--- src/common/l2_axi_pkg.sv ---
package l2_axi_pkg;

    // single 32-bit write channel to memory.
    localparam int AXI_ADDR_W = 32;
    localparam int AXI_DATA_W = 32;
    localparam int AXI_STRB_W = AXI_DATA_W / 8;
    localparam int AXI_LEN_W  = 8;

    typedef logic [AXI_ADDR_W-1:0] axi_addr_t; // byte address.
    typedef logic [AXI_DATA_W-1:0] axi_data_t;
    typedef logic [AXI_STRB_W-1:0] axi_strb_t;
    typedef logic [AXI_LEN_W-1:0]  axi_len_t;  // beats minus one.

    // burst encodings, only INCR is issued.
    localparam logic [1:0] BURST_FIXED = 2'b00;
    localparam logic [1:0] BURST_INCR  = 2'b01;
    localparam logic [1:0] BURST_WRAP  = 2'b10;

    localparam axi_strb_t STRB_FULL  = '1;
    localparam axi_len_t  LEN_SINGLE = '0;

endpackage
--- src/common/l2_line_pkg.sv ---
package l2_line_pkg;

    import l2_axi_pkg::*;

    localparam int OFFSET_WIDTH_DEF = 2;    // 4 words per line.
    localparam int BYTE_OFS_W = $clog2(AXI_STRB_W);

    // line payload at the default geometry, word 0 in the low bits.
    typedef logic [(1 << OFFSET_WIDTH_DEF)*AXI_DATA_W-1:0] line_data_t;

    function automatic int unsigned line_words(int unsigned offset_width);
        return 1 << offset_width;
    endfunction

    // drop word and byte offset.
    function automatic axi_addr_t line_base(axi_addr_t addr, int unsigned offset_width);
        axi_addr_t mask;
        mask = (axi_addr_t'(1) << (offset_width + BYTE_OFS_W)) - 1;
        return addr & ~mask;
    endfunction

endpackage

--- src/common/line_wr_if.sv ---
`timescale 1ns/1ps

interface line_wr_if
    import l2_axi_pkg::*;
    import l2_line_pkg::*;
#(
    parameter int offset_width = OFFSET_WIDTH_DEF
) ();

    axi_addr_t addr;
    logic [line_words(offset_width)*AXI_DATA_W-1:0] line; // line_data_t at the default.
    logic req;      // level, held until addr_ok.
    logic addr_ok;  // one-cycle accept.

    modport src (output addr, line, req, input addr_ok);
    modport dst (input addr, line, req, output addr_ok);

endinterface

--- src/common/axi_wr_if.sv ---
`timescale 1ns/1ps

interface axi_wr_if
    import l2_axi_pkg::*;
();

    // address channel, strobe travels with the address.
    axi_addr_t awaddr;
    axi_len_t  awlen;
    axi_strb_t awstrb;
    logic      awvalid;
    logic      awready;

    axi_data_t wdata;
    logic      wvalid;
    logic      wready;
    logic      wlast;

    logic      bvalid;
    logic      bready;

    modport master (
        output awaddr, awlen, awstrb, awvalid,
        input  awready,
        output wdata, wvalid, wlast,
        input  wready,
        input  bvalid,
        output bready
    );

    modport slave (
        input  awaddr, awlen, awstrb, awvalid,
        output awready,
        input  wdata, wvalid, wlast,
        output wready,
        output bvalid,
        input  bready
    );

endinterface

--- src/verilog/l2_write_path.sv ---
`timescale 1ns/1ps

module l2_write_path
    import l2_axi_pkg::*;
    import l2_line_pkg::*;
#(
    parameter int offset_width = OFFSET_WIDTH_DEF
) (
    input  logic      clk,
    input  logic      rstn,
    // cache side
    input  axi_addr_t req_addr,
    input  logic [line_words(offset_width)*AXI_DATA_W-1:0] req_line,
    input  logic      req_valid,
    input  logic      req_uncached,
    input  axi_strb_t req_strb,
    output logic      req_ok,
    // memory side
    output axi_addr_t m_awaddr,
    output axi_len_t  m_awlen,
    output axi_strb_t m_awstrb,
    output logic      m_awvalid,
    input  logic      m_awready,
    output axi_data_t m_wdata,
    output logic      m_wvalid,
    input  logic      m_wready,
    output logic      m_wlast,
    input  logic      m_bvalid,
    output logic      m_bready
);

    logic wrt_lock;
    logic dma_lock;

    line_wr_if #(.offset_width(offset_width)) line_bus ();
    axi_wr_if wrt_axi ();

    write_arbiter #(.offset_width(offset_width)) i_write_arbiter (
        .clk          (clk),
        .rstn         (rstn),
        .req_addr     (req_addr),
        .req_line     (req_line),
        .req_valid    (req_valid),
        .req_uncached (req_uncached),
        .req_strb     (req_strb),
        .req_ok       (req_ok),
        .line_o       (line_bus.src),
        .wrt_axi      (wrt_axi.slave),
        .wrt_lock     (wrt_lock),
        .dma_lock     (dma_lock),
        .m_awaddr     (m_awaddr),
        .m_awlen      (m_awlen),
        .m_awstrb     (m_awstrb),
        .m_awvalid    (m_awvalid),
        .m_awready    (m_awready),
        .m_wdata      (m_wdata),
        .m_wvalid     (m_wvalid),
        .m_wready     (m_wready),
        .m_wlast      (m_wlast),
        .m_bvalid     (m_bvalid),
        .m_bready     (m_bready)
    );

    write_buffer #(.offset_width(offset_width)) i_write_buffer (
        .clk      (clk),
        .rstn     (rstn),
        .line_i   (line_bus.dst),
        .wrt_axi  (wrt_axi.master),
        .dma_lock (dma_lock),
        .wrt_lock (wrt_lock)
    );

endmodule

--- src/write_arbiter/write_arbiter.sv ---
`timescale 1ns/1ps

module write_arbiter
    import l2_axi_pkg::*;
    import l2_line_pkg::*;
#(
    parameter int offset_width = OFFSET_WIDTH_DEF
) (
    input  logic      clk,
    input  logic      rstn,
    input  axi_addr_t req_addr,
    input  logic [line_words(offset_width)*AXI_DATA_W-1:0] req_line,
    input  logic      req_valid,
    input  logic      req_uncached,
    input  axi_strb_t req_strb,
    output logic      req_ok,
    line_wr_if.src    line_o,
    axi_wr_if.slave   wrt_axi,
    input  logic      wrt_lock,
    output logic      dma_lock,
    output axi_addr_t m_awaddr,
    output axi_len_t  m_awlen,
    output axi_strb_t m_awstrb,
    output logic      m_awvalid,
    input  logic      m_awready,
    output axi_data_t m_wdata,
    output logic      m_wvalid,
    input  logic      m_wready,
    output logic      m_wlast,
    input  logic      m_bvalid,
    output logic      m_bready
);

    typedef enum logic [2:0] {
        IDLE,
        WRT_W,
        DMA_AW,
        DMA_W,
        DMA_R
    } arb_state_t;

    arb_state_t state;
    arb_state_t state_nxt;
    logic       go_dma;

    // uncached waits until the buffer has drained.
    assign go_dma = req_valid && req_uncached && !wrt_lock;

    always_ff @(posedge clk or negedge rstn) begin
        if (!rstn) begin
            state <= IDLE;
        end else begin
            state <= state_nxt;
        end
    end

    always_comb begin
        state_nxt = state;
        case (state)
            IDLE: begin
                if (go_dma) begin
                    state_nxt = DMA_AW;
                end else if (req_valid && !req_uncached) begin
                    state_nxt = WRT_W;
                end
            end
            WRT_W:   if (line_o.addr_ok) state_nxt = IDLE;
            DMA_AW:  if (m_awready) state_nxt = DMA_W;
            DMA_W:   if (m_wready) state_nxt = DMA_R;
            DMA_R:   if (m_bvalid) state_nxt = IDLE;
            default: state_nxt = IDLE;
        endcase
    end

    assign line_o.addr = req_addr;
    assign line_o.line = req_line;

    always_comb begin
        req_ok      = 1'b0;
        dma_lock    = 1'b0;
        line_o.req  = 1'b0;
        // buffer owns the channel by default.
        m_awaddr        = wrt_axi.awaddr;
        m_awlen         = wrt_axi.awlen;
        m_awstrb        = wrt_axi.awstrb;
        m_awvalid       = wrt_axi.awvalid;
        m_wdata         = wrt_axi.wdata;
        m_wvalid        = wrt_axi.wvalid;
        m_wlast         = wrt_axi.wlast;
        m_bready        = wrt_axi.bready;
        wrt_axi.awready = m_awready;
        wrt_axi.wready  = m_wready;
        wrt_axi.bvalid  = m_bvalid;
        case (state)
            IDLE: dma_lock = go_dma; // hold off a burst start in the same cycle.
            WRT_W: begin
                line_o.req = req_valid;
                req_ok     = line_o.addr_ok;
            end
            DMA_AW, DMA_W, DMA_R: begin
                dma_lock        = 1'b1;
                m_awaddr        = req_addr;
                m_awlen         = LEN_SINGLE;
                m_awstrb        = req_strb;
                m_awvalid       = (state == DMA_AW);
                m_wdata         = req_line[AXI_DATA_W-1:0]; // low word only.
                m_wvalid        = (state == DMA_W);
                m_wlast         = (state == DMA_W);
                m_bready        = (state == DMA_R);
                req_ok          = (state == DMA_R) && m_bvalid;
                wrt_axi.awready = 1'b0;
                wrt_axi.wready  = 1'b0;
                wrt_axi.bvalid  = 1'b0;
            end
            default: ;
        endcase
    end

    // the buffer must be idle whenever the uncached path takes the channel.
    a_lock_exclusive: assert property (@(posedge clk) disable iff (!rstn)
        $rose(dma_lock) |-> !wrt_lock);

    a_dma_single_beat: assert property (@(posedge clk) disable iff (!rstn)
        (dma_lock && m_wvalid && m_wready) |-> m_wlast ##1 m_bready);

endmodule

--- src/write_buffer/write_buffer.sv ---
`timescale 1ns/1ps

module write_buffer
    import l2_axi_pkg::*;
    import l2_line_pkg::*;
#(
    parameter int offset_width = OFFSET_WIDTH_DEF
) (
    input  logic     clk,
    input  logic     rstn,
    line_wr_if.dst   line_i,
    axi_wr_if.master wrt_axi,
    input  logic     dma_lock,
    output logic     wrt_lock
);

    localparam int LINE_W = line_words(offset_width) * AXI_DATA_W;
    localparam logic [offset_width-1:0] LAST_BEAT = offset_width'(line_words(offset_width) - 1);

    typedef enum logic [1:0] {
        BUF_EMPTY,
        BUF_AW,
        BUF_W,
        BUF_B
    } buf_state_t;

    buf_state_t              state;
    logic [offset_width-1:0] beat_cnt;
    logic [LINE_W-1:0]       line_q;
    axi_addr_t               base_q;

    // accept only into an empty buffer.
    assign line_i.addr_ok = line_i.req && (state == BUF_EMPTY);
    assign wrt_lock       = (state != BUF_EMPTY);

    always_ff @(posedge clk or negedge rstn) begin
        if (!rstn) begin
            state    <= BUF_EMPTY;
            beat_cnt <= '0;
        end else begin
            case (state)
                BUF_EMPTY: begin
                    beat_cnt <= '0;
                    if (line_i.addr_ok) state <= BUF_AW;
                end
                BUF_AW: begin
                    if (wrt_axi.awvalid && wrt_axi.awready) state <= BUF_W;
                end
                BUF_W: begin
                    if (wrt_axi.wvalid && wrt_axi.wready) begin
                        if (wrt_axi.wlast) begin
                            state <= BUF_B;
                        end else begin
                            beat_cnt <= beat_cnt + 1'b1;
                        end
                    end
                end
                BUF_B: begin
                    if (wrt_axi.bvalid) state <= BUF_EMPTY; // bready is high here.
                end
                default: state <= BUF_EMPTY;
            endcase
        end
    end

    always_ff @(posedge clk) begin
        if (line_i.addr_ok) begin
            line_q <= line_i.line;
            base_q <= line_base(line_i.addr, offset_width);
        end
    end

    // burst only starts once the uncached path has let go.
    assign wrt_axi.awvalid = (state == BUF_AW) && !dma_lock;
    assign wrt_axi.awaddr  = base_q;
    assign wrt_axi.awlen   = axi_len_t'(line_words(offset_width) - 1);
    assign wrt_axi.awstrb  = STRB_FULL;

    assign wrt_axi.wvalid  = (state == BUF_W);
    assign wrt_axi.wdata   = line_q[beat_cnt*AXI_DATA_W +: AXI_DATA_W]; // ascending words.
    assign wrt_axi.wlast   = (state == BUF_W) && (beat_cnt == LAST_BEAT);

    assign wrt_axi.bready  = (state == BUF_B);

    // last beat closes the data phase and opens the response wait.
    a_wlast_final: assert property (@(posedge clk) disable iff (!rstn)
        (wrt_axi.wvalid && wrt_axi.wready && wrt_axi.wlast)
            |-> (beat_cnt == LAST_BEAT) ##1 wrt_axi.bready);

    a_accept_empty: assert property (@(posedge clk) disable iff (!rstn)
        line_i.addr_ok |-> (!wrt_lock && !dma_lock) ##1 wrt_lock);

endmodule

--- config.mk ---
export PLATFORM = sky130hd
export DESIGN_NAME = l2_write_path
export DESIGN_NICKNAME = d
export VERILOG_FILES = /design/src/common/l2_axi_pkg.sv /design/src/common/l2_line_pkg.sv /design/src/common/line_wr_if.sv /design/src/common/axi_wr_if.sv /design/src/verilog/l2_write_path.sv /design/src/write_arbiter/write_arbiter.sv /design/src/write_buffer/write_buffer.sv
export SDC_FILE = /design/constraint.sdc
export NUM_CORES = 1
export LEC_CHECK = 0
export BUFFER_PORTS_ARGS = -buffer_cell sky130_fd_sc_hd__buf_2
export CAP_MARGIN = 30
export CORE_ASPECT_RATIO = 0.75
export CORE_MARGIN = 5
export CORE_UTILIZATION = 50
export DETAILED_ROUTE_END_ITERATION = 6
export HOLD_SLACK_MARGIN = 0.02
export PLACE_DENSITY = 0.8
export RECOVER_POWER = 100
export SYNTH_ARGS = -nofsm -noshare
export SYNTH_HDL_FRONTEND = slang
export SYNTH_SLANG_ARGS = --single-unit
--- constraint.sdc ---
create_clock -name clk -period 6.2 [get_ports clk]
set_clock_uncertainty 0.2 [all_clocks]
set_input_delay 1.86 -clock clk [delete_from_list [all_inputs] [get_ports clk]]
set_output_delay 1.86 -clock clk [all_outputs]
set_load 0.02 [all_outputs]
---- Word-level counts from Yosys, hierarchy flattened ----
Cells that the tools add are included.
storage, ports and cells
  register bits after elaboration ......... 163
  logic and storage cells ................. 76
operators by class
  add/subtract/negate cells ............... 1
  equal/unequal tests ..................... 19
  shift operators ......................... 1
  muxes and demuxes ....................... 30
  reductions and logical operators ........ 20
operators by type and width
  kind                                                                      count
  128-bit by 8-bit variable part select with 32-bit output                  1
  32-bit 2-to-1 mux                                                         2
  3-bit 2-to-1 mux                                                          6
  2-bit 2-to-1 mux                                                          8
  3-bit one-hot mux with 5 select lines                                     1
  2-bit inequality test (second input constant)                             6
  5-bit AND reduction                                                       2
  1-bit logical AND                                                         9
  1-bit 2-to-1 mux                                                          8
  2-bit by 1-bit inequality test with 1-bit output (second input constant)  4
  2-bit one-hot mux with 4 select lines                                     1
  2-bit equality test (second input constant)                               3
  3-bit by 2-bit equality test with 1-bit output (second input constant)    2
  4-bit 2-to-1 mux                                                          1
  1-bit one-hot mux with 2 select lines                                     2
  2-bit one-hot mux with 2 select lines                                     1
  2-bit nonzero test                                                        2
  3-bit by 1-bit equality test with 1-bit output (second input constant)    1
  3-bit equality test (second input constant)                               1
  1-bit logical NOT                                                         3
  3-bit logical NOT                                                         1
  3-bit by 1-bit inequality test with 1-bit output (second input constant)  1
  3-bit AND reduction                                                       1
  3-bit OR reduction                                                        1
  3 further kinds                                                           3

---- Logic depth before layout (Yosys ltp) ----
Gate-level depths: netlist of the first run.
  depth after elaboration ................. 9
  depth in mapped cells ................... 6
  gate-level depth less buffers ........... 6

---- Cells and area by module ----
Synthesis of the first run repeated with hierarchy kept, for this count alone.
second synthesis, totals
  cells, all modules ...................... 536
  area total of the unflattened synthesis .. 8385.5 sq um
modules (own cells, without submodules)
  module         instances  cells each  area an instance (sq um)
  write_buffer   1          246         5947.0
  write_arbiter  1          290         2438.6

---- Least setup slack after synthesis of the first run ----
No wires, ideal clock.
  kind .................................... input -> register
  start ................................... input req_valid
  end ..................................... register i_write_buffer.line_q[0], enable pin
  data arrival time ....................... 5.628 ns
  path slack .............................. -0.162 ns
  stages on the path ...................... 2
  path buffers ............................ 0
  cells stage by stage .................... and4bb_1 and2_1
between the ends
  longest elaborated chain between the ends .. 2
ends and longest elaborated chain
  element                                   RTL line             RTL
  start, declared                           l2_write_path.sv:14  input logic req_valid,
  1-bit 2-to-1 mux                          write_arbiter.sv:94  case (state)
  1-bit logical AND                         write_buffer.sv:33   assign line_i.addr_ok = line_i.req && (state == BUF_EMPTY);
  named net i_write_arbiter.line_o.addr_ok  line_wr_if.sv:15     modport src (output addr, line, req, input addr_ok);
  end signal, assigned                      write_buffer.sv:68   line_q <= line_i.line;
  end, declared                             write_buffer.sv:29   logic [LINE_W-1:0] line_q;
The timed path passes the listed nets, and every way through them passes these cells.
A chain may end at the register's enable or synchronous reset.

---- Worst setup path after layout of the first run ----
  start ................................... input req_valid
  end ..................................... register i_write_buffer.line_q[45], enable pin
The elaborated chain is that of the path after synthesis.

==> results of run 1 <==
[registers in the layout, indices dropped and copies added, names as in the netlist]
name / cells
i_write_buffer.state: 2
i_write_arbiter.state: 3
i_write_buffer.beat_cnt: 2
i_write_buffer.line_q: 128
i_write_buffer.wrt_axi.awaddr: 28
[critical path, stage by stage]
cell and delay (ps):
clkbuf_1 150, and4bb_1 230, and2_0 960, clkbuf_2 1540
[area by class of cell]
| class | count | area [um^2] |
|---|---|---|
| clock buffers | 19 | 433 |
| flip-flops and latches | 163 | 4860 |
| multi-input cells | 173 | 2020 |
| clock inverters | 13 | 170 |
| fillers | 1052 | 4990 |
| repair buffers | 250 | 1130 |
| inverters | 8 | 30.0 |
| well taps | 175 | 219 |
[cell usage in the layout, fill, tap and decap left out, types with 8 or more instances in the layout]
| master | Yosys | routed |
|---|---|---|
| mux2_4 | 24 | 14 |
| mux2_2 | 36 | 36 |
| edfxtp_1 | 156 | 156 |
| inv_1 | 8 | 8 |
| clkbuf_1 | 1 | 105 |
| clkbuf_16 | 0 | 17 |
| mux4_2 | 32 | 32 |
| buf_2 | 5 | 141 |
| nor2_1 | 9 | 9 |
| mux2_1 | 0 | 10 |
| nand2_1 | 9 | 9 |
[cells by family after synthesis]
| family | count (synthesis) |
|---|---|
| other cells | 1 |
| xor+xnor | 1 |
| buf+inv | 33 |
| mux | 93 |
| fa+ha+maj | 6 |
| compound gates | 31 |
| flops | 163 |
| simple gates | 36 |
[worst max path at each step]
stage                  from  cells past startpoint                                  end
3_3_place_gp   req_uncached                      6                            m_awvalid
2_1_floorplan     req_valid                      2   i_write_buffer.line_q[0]$_DFFE_PP_
3_5_place_dp   req_uncached                      6                            m_awvalid
5_1_grt           req_valid                      4  i_write_buffer.line_q[88]$_DFFE_PP_
6_report          req_valid                      4  i_write_buffer.line_q[45]$_DFFE_PP_
4_1_cts        req_uncached                      6                            m_awvalid
[metal layers]
metal,global-route usage (%),part of all wire [%],vias to the layer above
li1,-,-,1964
met1,22.0,39,2105
met2,31.9,50,191
met3,8.58,10,13
met4,5.11,0.81,2
met5,0,0.082,-
[power by group]
group / internal, mW / switching [mW] / leakage (nW)
clock: 0.611 / 0.450 / 0.297
combinational: 0.757 / 1.02 / 1.44
sequential: 1.43 / 0.138 / 1.51
total: 2.80 / 1.61 / 3.25
==> impl_metrics.csv, run 1 <==
group,metric,value,unit
grt,grt_pass1_vias,4674,
hold_path,min_from,"i_write_buffer.state[1]$_DFFE_PN0P_",
place,dp.cells,769,
power_and_ir_drop,power_density,498,nW/um^2
grt,track_usage,18.8,%
synthesis,synth-simple-area-share,2.92,%
synthesis,yosys-top-cells-area,"edfxtp_1 (66%), mux4_2 (10%), mux2_2 (5.7%), mux2_4 (5.0%), dfrtp_1 (2.5%)",
clocking,numCtsBuffers,17,
die,die_w,148,um
die,fp-row-count,37,
routing,ant_nets,0,
clocking,insertion_delay,420,ps
synthesis,synth_most_common_cell,"edfxtp_1",
place,port-buffer-count,245,
synthesis,synth-edff-count,156,
finish,design_area,8850,um^2
grt,grt_overflow,0,
clocking,cts_hold_buffers,0,
finish,nets,790,
place,dp_slack,1430,ps
synthesis,synthTopCellsByCount,"edfxtp_1 (156), mux2_2 (36), mux4_2 (32)",
timing,slew_violations,117,
synthesis,ys_warn_count,0,
finish,final_util,64.0,%
synthesis,netlist_area,7150,um^2
outcome,status,"complete, but fails checks",
die,core_area,13800,um^2
timing,hold_viol,0,
clocking,cts_tree,"done",
synthesis,synth-xor-area-share,0.123,%
synthesis,avgSynthCellArea,19.6,um^2
setup_path,regToRegStartpoint,"i_write_arbiter.state[2]$_DFFE_PN0P_",
timing,period_minus_slack,5030,ps
outcome,violations,"max-capacitance violations, max-slew violations",
hold_path,holdPathEnd,"i_write_buffer.state[1]$_DFFE_PN0P_",
setup_path,crit_type,"in -> reg",
die,io_pins,252,
synthesis,synthMuxAreaShare,20.9,%
setup_path,reg2reg_depth,3,
setup_path,rrSetupSlack,2110,ps
setup_path,start_kind,"input port",
place,dpl-instance-area,8460,um^2
synthesis,synth_top_family_by_area,"multiplexers",
setup_path,cp.required,6000,ps
grt,grt_pass1_wl,24300,um
routing,vias,4275,
routing,dr.pass1.iters,4,
hold_path,hp-class,"reg -> reg",
timing,hold_ws,470,ps
synthesis,synth-seq-cells,163,
synthesis,synthFlopType,"edfxtp_1",
clocking,clock_sinks,163,
flow_run,drv_cap,2,
timing,tns,0,ps
synthesis,synth-compound-area-share,3.50,%
finish,layout-drive-gt1-share,43.5,%
setup_path,arrival,4830,ps
place,dp_hpwl,11500,um
setup_path,crit_path_end_kind,"flip-flop",
clocking,clk_path_buf_depth,2,
timing,rsz0062_at_grt,"false",
timing,worstMarginPinSlew,1960,ps
die,dieArea,16800,um^2
grt,grt_max_degree,81,
die,die_h,114,um
routing,drt_iter0_drc,183,
synthesis,synth_top_area_share,65.5,%
routing,wirelength,15800,um
routing,wl_per_cell,19.8,um
power_and_ir_drop,p_total,4.41,mW
hold_path,hold_path_depth,2,
grt,antenna_found_initial,1,
synthesis,synth_cell_type_count,49,
setup_path,crit_fanout,80,
power_and_ir_drop,vdd_drop_max,0.247,mV
routing,drcViolationCount,0,
synthesis,synth_fa_ha_area_share,1.05,%
synthesis,ys_seq_area_share,68.0,%
synthesis,ys_async_sr_fraction,4.29,%
power_and_ir_drop,power.leakage,3.25,nW
timing,relSlewSlack,-30.4,%
die,initial_utilization,51.6,%
clocking,root_buffer,"clkbuf_16",
timing,setup_viol,0,
timing,period_share,81.1,%
synthesis,yosysTopAreaCell,"edfxtp_1",
routing,viasPerCell,5.34,
finish,syn2layout_area_growth,23.9,%
clocking,clk_pin_slew,60,ps
synthesis,synthCells,364,
clocking,cts_setup_buffers,0,
setup_path,worstReg2RegEnd,"i_write_buffer.line_q[45]$_DFFE_PP_",
timing,fmax,0.199,GHz
finish,antenna_cells,0,
clocking,cts-resized-gates,0,
clocking,cts_max_level,4,
finish,stdcell_count,801,
timing,setup_ws,1170,ps
place,globalplace.congestion,0.836,
Power figures use the tool's default switching activity.
==> run 2, diff against run 1 <==
--- a/config.mk
+++ b/config.mk
@@ -9,10 +9,10 @@
 export CAP_MARGIN = 30
 export CORE_ASPECT_RATIO = 0.75
 export CORE_MARGIN = 5
-export CORE_UTILIZATION = 50
+export CORE_UTILIZATION = 45
 export DETAILED_ROUTE_END_ITERATION = 6
 export HOLD_SLACK_MARGIN = 0.02
-export PLACE_DENSITY = 0.8
+export PLACE_DENSITY = 0.76
 export RECOVER_POWER = 100
 export SYNTH_ARGS = -nofsm -noshare
 export SYNTH_HDL_FRONTEND = slang
==> constraint.sdc (replaced) <==
create_clock -name clk -period 4.21 [get_ports clk]
set_clock_uncertainty 0.2 [all_clocks]
set_input_delay 1.263 -clock clk [delete_from_list [all_inputs] [get_ports clk]]
set_output_delay 1.263 -clock clk [all_outputs]
set_load 0.02 [all_outputs]
==> run 2 against run 1 <==
Compared with the run above:
- the run still ends with max-capacitance violations, max-slew violations left
- count of clock-buffer cells in the layout fell by 1
- critical path depth did not move
- register-to-register slack got worse by 1500 ps
- sequential cell count did not move
- clock power rose by 38%
- non-clock buffer count rose by 7
- die area rose by 10%
- setup slack got worse by 900 ps
- highest routed layer is now met4
==> impl_metrics.csv, run 2 (synthesis gave the netlist of run 1 again) <==
group,metric,value,unit
routing,ant_nets,0,
clocking,root_buffer,"clkbuf_16",
grt,grt_max_degree,47,
grt,antenna_found_initial,0,
finish,largest_register_ffs,128,
power_and_ir_drop,vdd_drop_max,0.384,mV
finish,design_area,8910,um^2
timing,fmax,0.254,GHz
power_and_ir_drop,power.leakage,3.22,nW
routing,dr.pass1.iters,4,
setup_path,crit_fanout,46,
setup_path,crit_type,"in -> reg",
setup_path,arrival,3830,ps
die,fp-row-count,39,
finish,layout-drive-gt1-share,44.6,%
routing,drt_iter0_drc,181,
setup_path,cp_num_cells,4,
die,initial_utilization,46.3,%
routing,wirelength,16200,um
clocking,numCtsBuffers,17,
grt,grt_overflow,0,
finish,most-common-layout-cells,"buf_2 (159), edfxtp_1 (156), clkbuf_1 (88), mux2_2 (36), mux4_2 (32)",
grt,track_usage,17.5,%
routing,vias,4350,
timing,hold_viol,0,
setup_path,start_kind,"input port",
power_and_ir_drop,power_density,713,nW/um^2
power_and_ir_drop,p_comb_share,41.6,%
timing,rsz0062_at_grt,"false",
grt,grt_pass1_vias,4619,
finish,antenna_cells,0,
die,die_w,156,um
power_and_ir_drop,internal_power,4.01,mW
timing,slew_violations,45,
finish,mostFrequentLayoutCell,"buf_2",
finish,largest-register,"i_write_buffer.line_q",
power_and_ir_drop,power_frac_seq,35.3,%
timing,period_share,93.6,%
clocking,clock_sinks,163,
setup_path,path_delay_family,"simple AND/OR/NAND/NOR gates",
timing,period_minus_slack,3940,ps
setup_path,crit_chain,"clkbuf_1 -> and4bb_1 -> and2_1 -> clkbuf_2",
finish,nFillCells,1274,
timing,relSlewSlack,-50.7,%
place,dpl-instance-area,8570,um^2
setup_path,cp.required,4100,ps
power_and_ir_drop,power_switching,2.34,mW
die,io_pins,252,
routing,drcViolationCount,0,
die,core_area,15400,um^2
routing,viasPerCell,5.20,
die,die_h,119,um
finish,nets,797,
place,port-buffer-count,245,
clocking,cts_hold_buffers,0,
hold_path,hp-class,"reg -> reg",
power_and_ir_drop,p_sw_share,36.8,%
place,dp_hpwl,12000,um
clocking,cts-resized-gates,0,
timing,worstMarginPinSlew,2260,ps
outcome,violations,"max-capacitance violations, max-slew violations",
timing,setup_viol,0,
clocking,cts_tree,"done",
timing,tns,0,ps
setup_path,crit_path_top_delay_cell,"and2_1",
die,dieArea,18500,um^2
place,globalplace.congestion,0.908,
outcome,status,"complete, but fails checks",
clocking,clk_path_buf_depth,2,
power_and_ir_drop,clkPwrFrac,23.0,%
setup_path,cp_slowest_stage_delay,1670,ps
clocking,cts_max_level,4,
setup_path,critPathBufInv,2,
finish,syn2layout_area_growth,24.6,%
hold_path,hold_path_depth,2,
grt,grt_pass1_wl,24900,um
clocking,clk_pin_slew,60,ps
clocking,cts_setup_buffers,0,
finish,regArea,4860,um^2
setup_path,reg2reg_depth,3,
setup_path,crit_path_end_kind,"flip-flop",
power_and_ir_drop,p_total,6.35,mW
clocking,insertion_delay,410,ps
flow_run,drv_cap,1,
routing,wl_per_cell,19.4,um
finish,multiInputGateArea,1960,um^2
[run 2: cell types whose count changed in the layout (fill, tap and decap cells not counted), moves of 3 or more]
cell	delta
clkbuf_1	-17
clkinv_4	-3
buf_12	+3
buf_2	+18
clkinvlp_4	+4
inv_6	+3
buf_4	+3
mux2_4	-14
mux2_1	+14
inv_8	-3
[run 2: power by group through the flow]
| stage | logic, mW | clock network (mW) | registers (mW) |
|---|---|---|---|
| finish | 2.64 | 1.46 | 2.24 |
| global route | 2.85 | 1.57 | 2.27 |
| CTS | 2.94 | 1.50 | 2.25 |
| detailed placement | 2.93 | 0 | 2.28 |
| global placement | 2.87 | 0 | 2.25 |
| floorplan | 2.26 | 0 | 2.20 |
[run 2: layer usage]
| layer | wire length, um | share of wire (%) | GRT usage, % | vias to the layer above |
|---|---|---|---|---|
| met5 | 0 | 0 | 0 | - |
| met4 | 213 | 1.3 | 4.48 | 0 |
| met3 | 1890 | 12 | 7.72 | 19 |
| met2 | 7830 | 48 | 28.3 | 220 |
| met1 | 6290 | 39 | 21.6 | 2141 |
| li1 | - | - | - | 1970 |
[run 2: area by class of cell]
class	instances	share of cell area [%]
flip-flops and latches	163	54.6
multi-input cells	173	22.1
repair buffers	257	13.9
clock buffers	18	4.82
well taps	205	2.88
clock inverters	13	1.39
inverters	8	0.337
[run 2: final timing paths]
path	start	to	slack, ps
hold reg to reg	i_write_buffer.state[1]$_DFFE_PN0P_	i_write_buffer.state[1]$_DFFE_PN0P_	450
setup / recovery	req_valid	i_write_buffer.line_q[73]$_DFFE_PP_	270
max in group asynchronous	rstn	i_write_buffer.beat_cnt[1]$_DFFE_PN0P_	2870
min in group asynchronous	rstn	i_write_arbiter.state[1]$_DFFE_PN0P_	580
setup reg to reg	i_write_arbiter.state[2]$_DFFE_PN0P_	i_write_buffer.line_q[73]$_DFFE_PP_	600
hold / removal	i_write_buffer.state[1]$_DFFE_PN0P_	i_write_buffer.state[1]$_DFFE_PN0P_	450
[run 2: stage by stage]
| step | util (%) | setup slack, ps | cells | hold WS, ps |
|---|---|---|---|---|
| 6_report | 57.8 | 270 | 837 | 453 |
| 5_1_grt | 57.8 | 86.6 | 837 | 463 |
| 4_1_cts | 59.2 | 299 | 837 | 449 |
| 3_5_place_dp | 55.6 | 610 | 806 | 437 |
| 3_3_place_gp | 55.6 | 644 | 806 | 390 |
| 2_1_floorplan | - | 179 | 369 | 366 |
[run 2: worst min-delay path: cells and delay by family, from the launching register on]
kind               cells  cell delay [ps]
AOI/OAI and AO/OA      2              200
DFF                    1              420
==> run 3, diff against run 2 <==
--- a/config.mk
+++ b/config.mk
@@ -6,13 +6,13 @@
 export NUM_CORES = 1
 export LEC_CHECK = 0
 export BUFFER_PORTS_ARGS = -buffer_cell sky130_fd_sc_hd__buf_2
-export CAP_MARGIN = 30
+export CAP_MARGIN = 20
 export CORE_ASPECT_RATIO = 0.75
 export CORE_MARGIN = 5
-export CORE_UTILIZATION = 45
+export CORE_UTILIZATION = 40
 export DETAILED_ROUTE_END_ITERATION = 6
 export HOLD_SLACK_MARGIN = 0.02
-export PLACE_DENSITY = 0.76
+export PLACE_DENSITY = 0.69
 export RECOVER_POWER = 100
 export SYNTH_ARGS = -nofsm -noshare
 export SYNTH_HDL_FRONTEND = slang
==> run 3 against run 2 <==
Compared with the run above:
- the run still ends with max-capacitance violations, max-slew violations left
- cell count grew 4.4%
- wire length is 1.5% lower
- sequential cell count is the same
- first-iteration DRC count increased by 2.2%
- hold slack gained 13 ps
- critical path type is now reg -> out
- largest cell class unchanged
==> impl_metrics.csv, run 3 (synthesis gave the netlist of run 1 again) <==
group,metric,value,unit
outcome,status,"complete, but fails checks",
outcome,violations,"max-capacitance violations, max-slew violations",
setup_path,regToRegStartpoint,"i_write_arbiter.state[2]$_DFFE_PN0P_",
place,globalplace.congestion,0.846,
routing,vias,4266,
setup_path,start_kind,"flip-flop",
finish,largest-register,"i_write_buffer.line_q",
finish,regArea,4860,um^2
routing,wl_per_cell,18.3,um
power_and_ir_drop,vdd_drop_max,0.461,mV
grt,grt_pass1_vias,4578,
flow_run,drv_cap,1,
routing,drcViolationCount,0,
timing,period_minus_slack,3960,ps
timing,tns,0,ps
die,die_h,126,um
die,core_area,17600,um^2
place,dp_hpwl,11600,um
clocking,clock_sinks,163,
finish,layout-drive-gt1-share,46.5,%
timing,worstMarginPinSlew,2170,ps
setup_path,crit_fanout,45,
setup_path,crit_type,"reg -> out",
timing,period_share,94.1,%
place,dpl-instance-area,8650,um^2
finish,most-common-layout-cells,"edfxtp_1 (156), buf_2 (147), clkbuf_1 (88), mux2_2 (36), mux4_2 (32)",
timing,rsz0062_at_grt,"false",
hold_path,hp-class,"reg -> reg",
setup_path,crit_path_top_delay_cell,"clkbuf_4",
setup_path,crit_chain,"inv_1 -> nor2_1 -> a21oi_4 -> clkbuf_4 -> mux2_2 -> clkbuf_2",
finish,nets,797,
timing,setup_viol,0,
power_and_ir_drop,power_density,723,nW/um^2
clocking,cts-resized-gates,0,
clocking,clk_pin_slew,60,ps
routing,ant_nets,0,
finish,mostFrequentLayoutCell,"edfxtp_1",
finish,syn2layout_area_growth,26.6,%
die,dieArea,20700,um^2
routing,viasPerCell,4.88,
power_and_ir_drop,power.leakage,3.31,nW
hold_path,min_from,"i_write_buffer.state[1]$_DFFE_PN0P_",
routing,dr.pass1.iters,6,
timing,fmax,0.252,GHz
clocking,cts_tree,"done",
die,die_w,164,um
setup_path,arrival,2500,ps
clocking,cts_max_level,4,
finish,design_area,9050,um^2
grt,track_usage,15.1,%
setup_path,cp.required,2750,ps
routing,drt_iter0_drc,185,
clocking,clk_path_buf_depth,2,
finish,multiInputGateArea,2010,um^2
finish,largest_register_ffs,128,
timing,relSlewSlack,-44.5,%
setup_path,cp_slowest_stage_delay,530,ps
die,fp-row-count,42,
grt,grt_overflow,0,
grt,grt_pass1_wl,24100,um
die,io_pins,252,
timing,slew_violations,39,
clocking,insertion_delay,410,ps
setup_path,critical_path.startpoint,"i_write_arbiter.state[1]$_DFFE_PN0P_",
place,port-buffer-count,245,
die,initial_utilization,40.6,%
timing,hold_viol,0,
clocking,numCtsBuffers,17,
grt,grt_max_degree,46,
setup_path,crit_path_end_kind,"output port",
clocking,root_buffer,"clkbuf_16",
clocking,cts_setup_buffers,0,
clocking,cts_hold_buffers,0,
power_and_ir_drop,p_total,6.54,mW
routing,wirelength,16000,um
grt,antenna_found_initial,2,
finish,antenna_cells,0,
finish,nFillCells,1517,
==> run 3: worst paths after layout <==
kind                            slack (ps)  cells after the start                                      to
worst max register to register         720                      3     i_write_buffer.line_q[32]$_DFFE_PP_
min in group asynchronous              590                      1    i_write_arbiter.state[1]$_DFFE_PN0P_
max in group asynchronous             2840                      1  i_write_buffer.beat_cnt[1]$_DFFE_PN0P_
worst min-delay path                   470                      2     i_write_buffer.state[1]$_DFFE_PN0P_
worst min register to register         470                      2     i_write_buffer.state[1]$_DFFE_PN0P_
worst max-delay path                   250                      6                             m_wdata[26]
==> run 3: area by class of cell <==
cell class                 count  share of cell area (%)
timing repair buffer         257                    13.8
sequential                   163                    53.7
clock inverter                14                    1.87
clock buffer                  17                    4.70
tap                          242                    3.35
inverter                       8                   0.332
multi-input combinational    173                    22.2
==> run 3: metal layers <==
| layer | wire [um] | vias to the layer above | share of wire [%] | global-route usage [%] |
|---|---|---|---|---|
| met2 | 7660 | 199 | 48 | 24.6 |
| li1 | - | 1965 | - | - |
| met3 | 1670 | 15 | 10 | 6.76 |
| met5 | 15 | - | 0.094 | 0 |
| met1 | 6500 | 2083 | 41 | 18.6 |
| met4 | 131 | 4 | 0.82 | 3.80 |
==> run 3: critical path, delay by kind of cell, from the launching register on <==
family	cells	cell delay [ps]
flip-flops	1	500
buffers and inverters	3	880
AND/OR/NAND/NOR	1	100
AO/OA/AOI/OAI	1	140
multiplexers	1	420
==> run 3: where the power goes <==
part	switching [mW]	internal, mW
combinational	1.56	1.16
sequential	0.168	2.10
clock	0.659	0.892
total	2.39	4.15
==> run 3: stage by stage <==
stage | setup WS [ps] | util [%] | hold WS (ps) | instances
2_1_floorplan | 179 | - | 366 | 369
3_3_place_gp | 628 | 49.1 | 408 | 843
3_5_place_dp | 623 | 49.1 | 432 | 843
4_1_cts | 225 | 52.5 | 452 | 874
5_1_grt | 86.2 | 51.4 | 493 | 874
6_report | 247 | 51.4 | 467 | 874
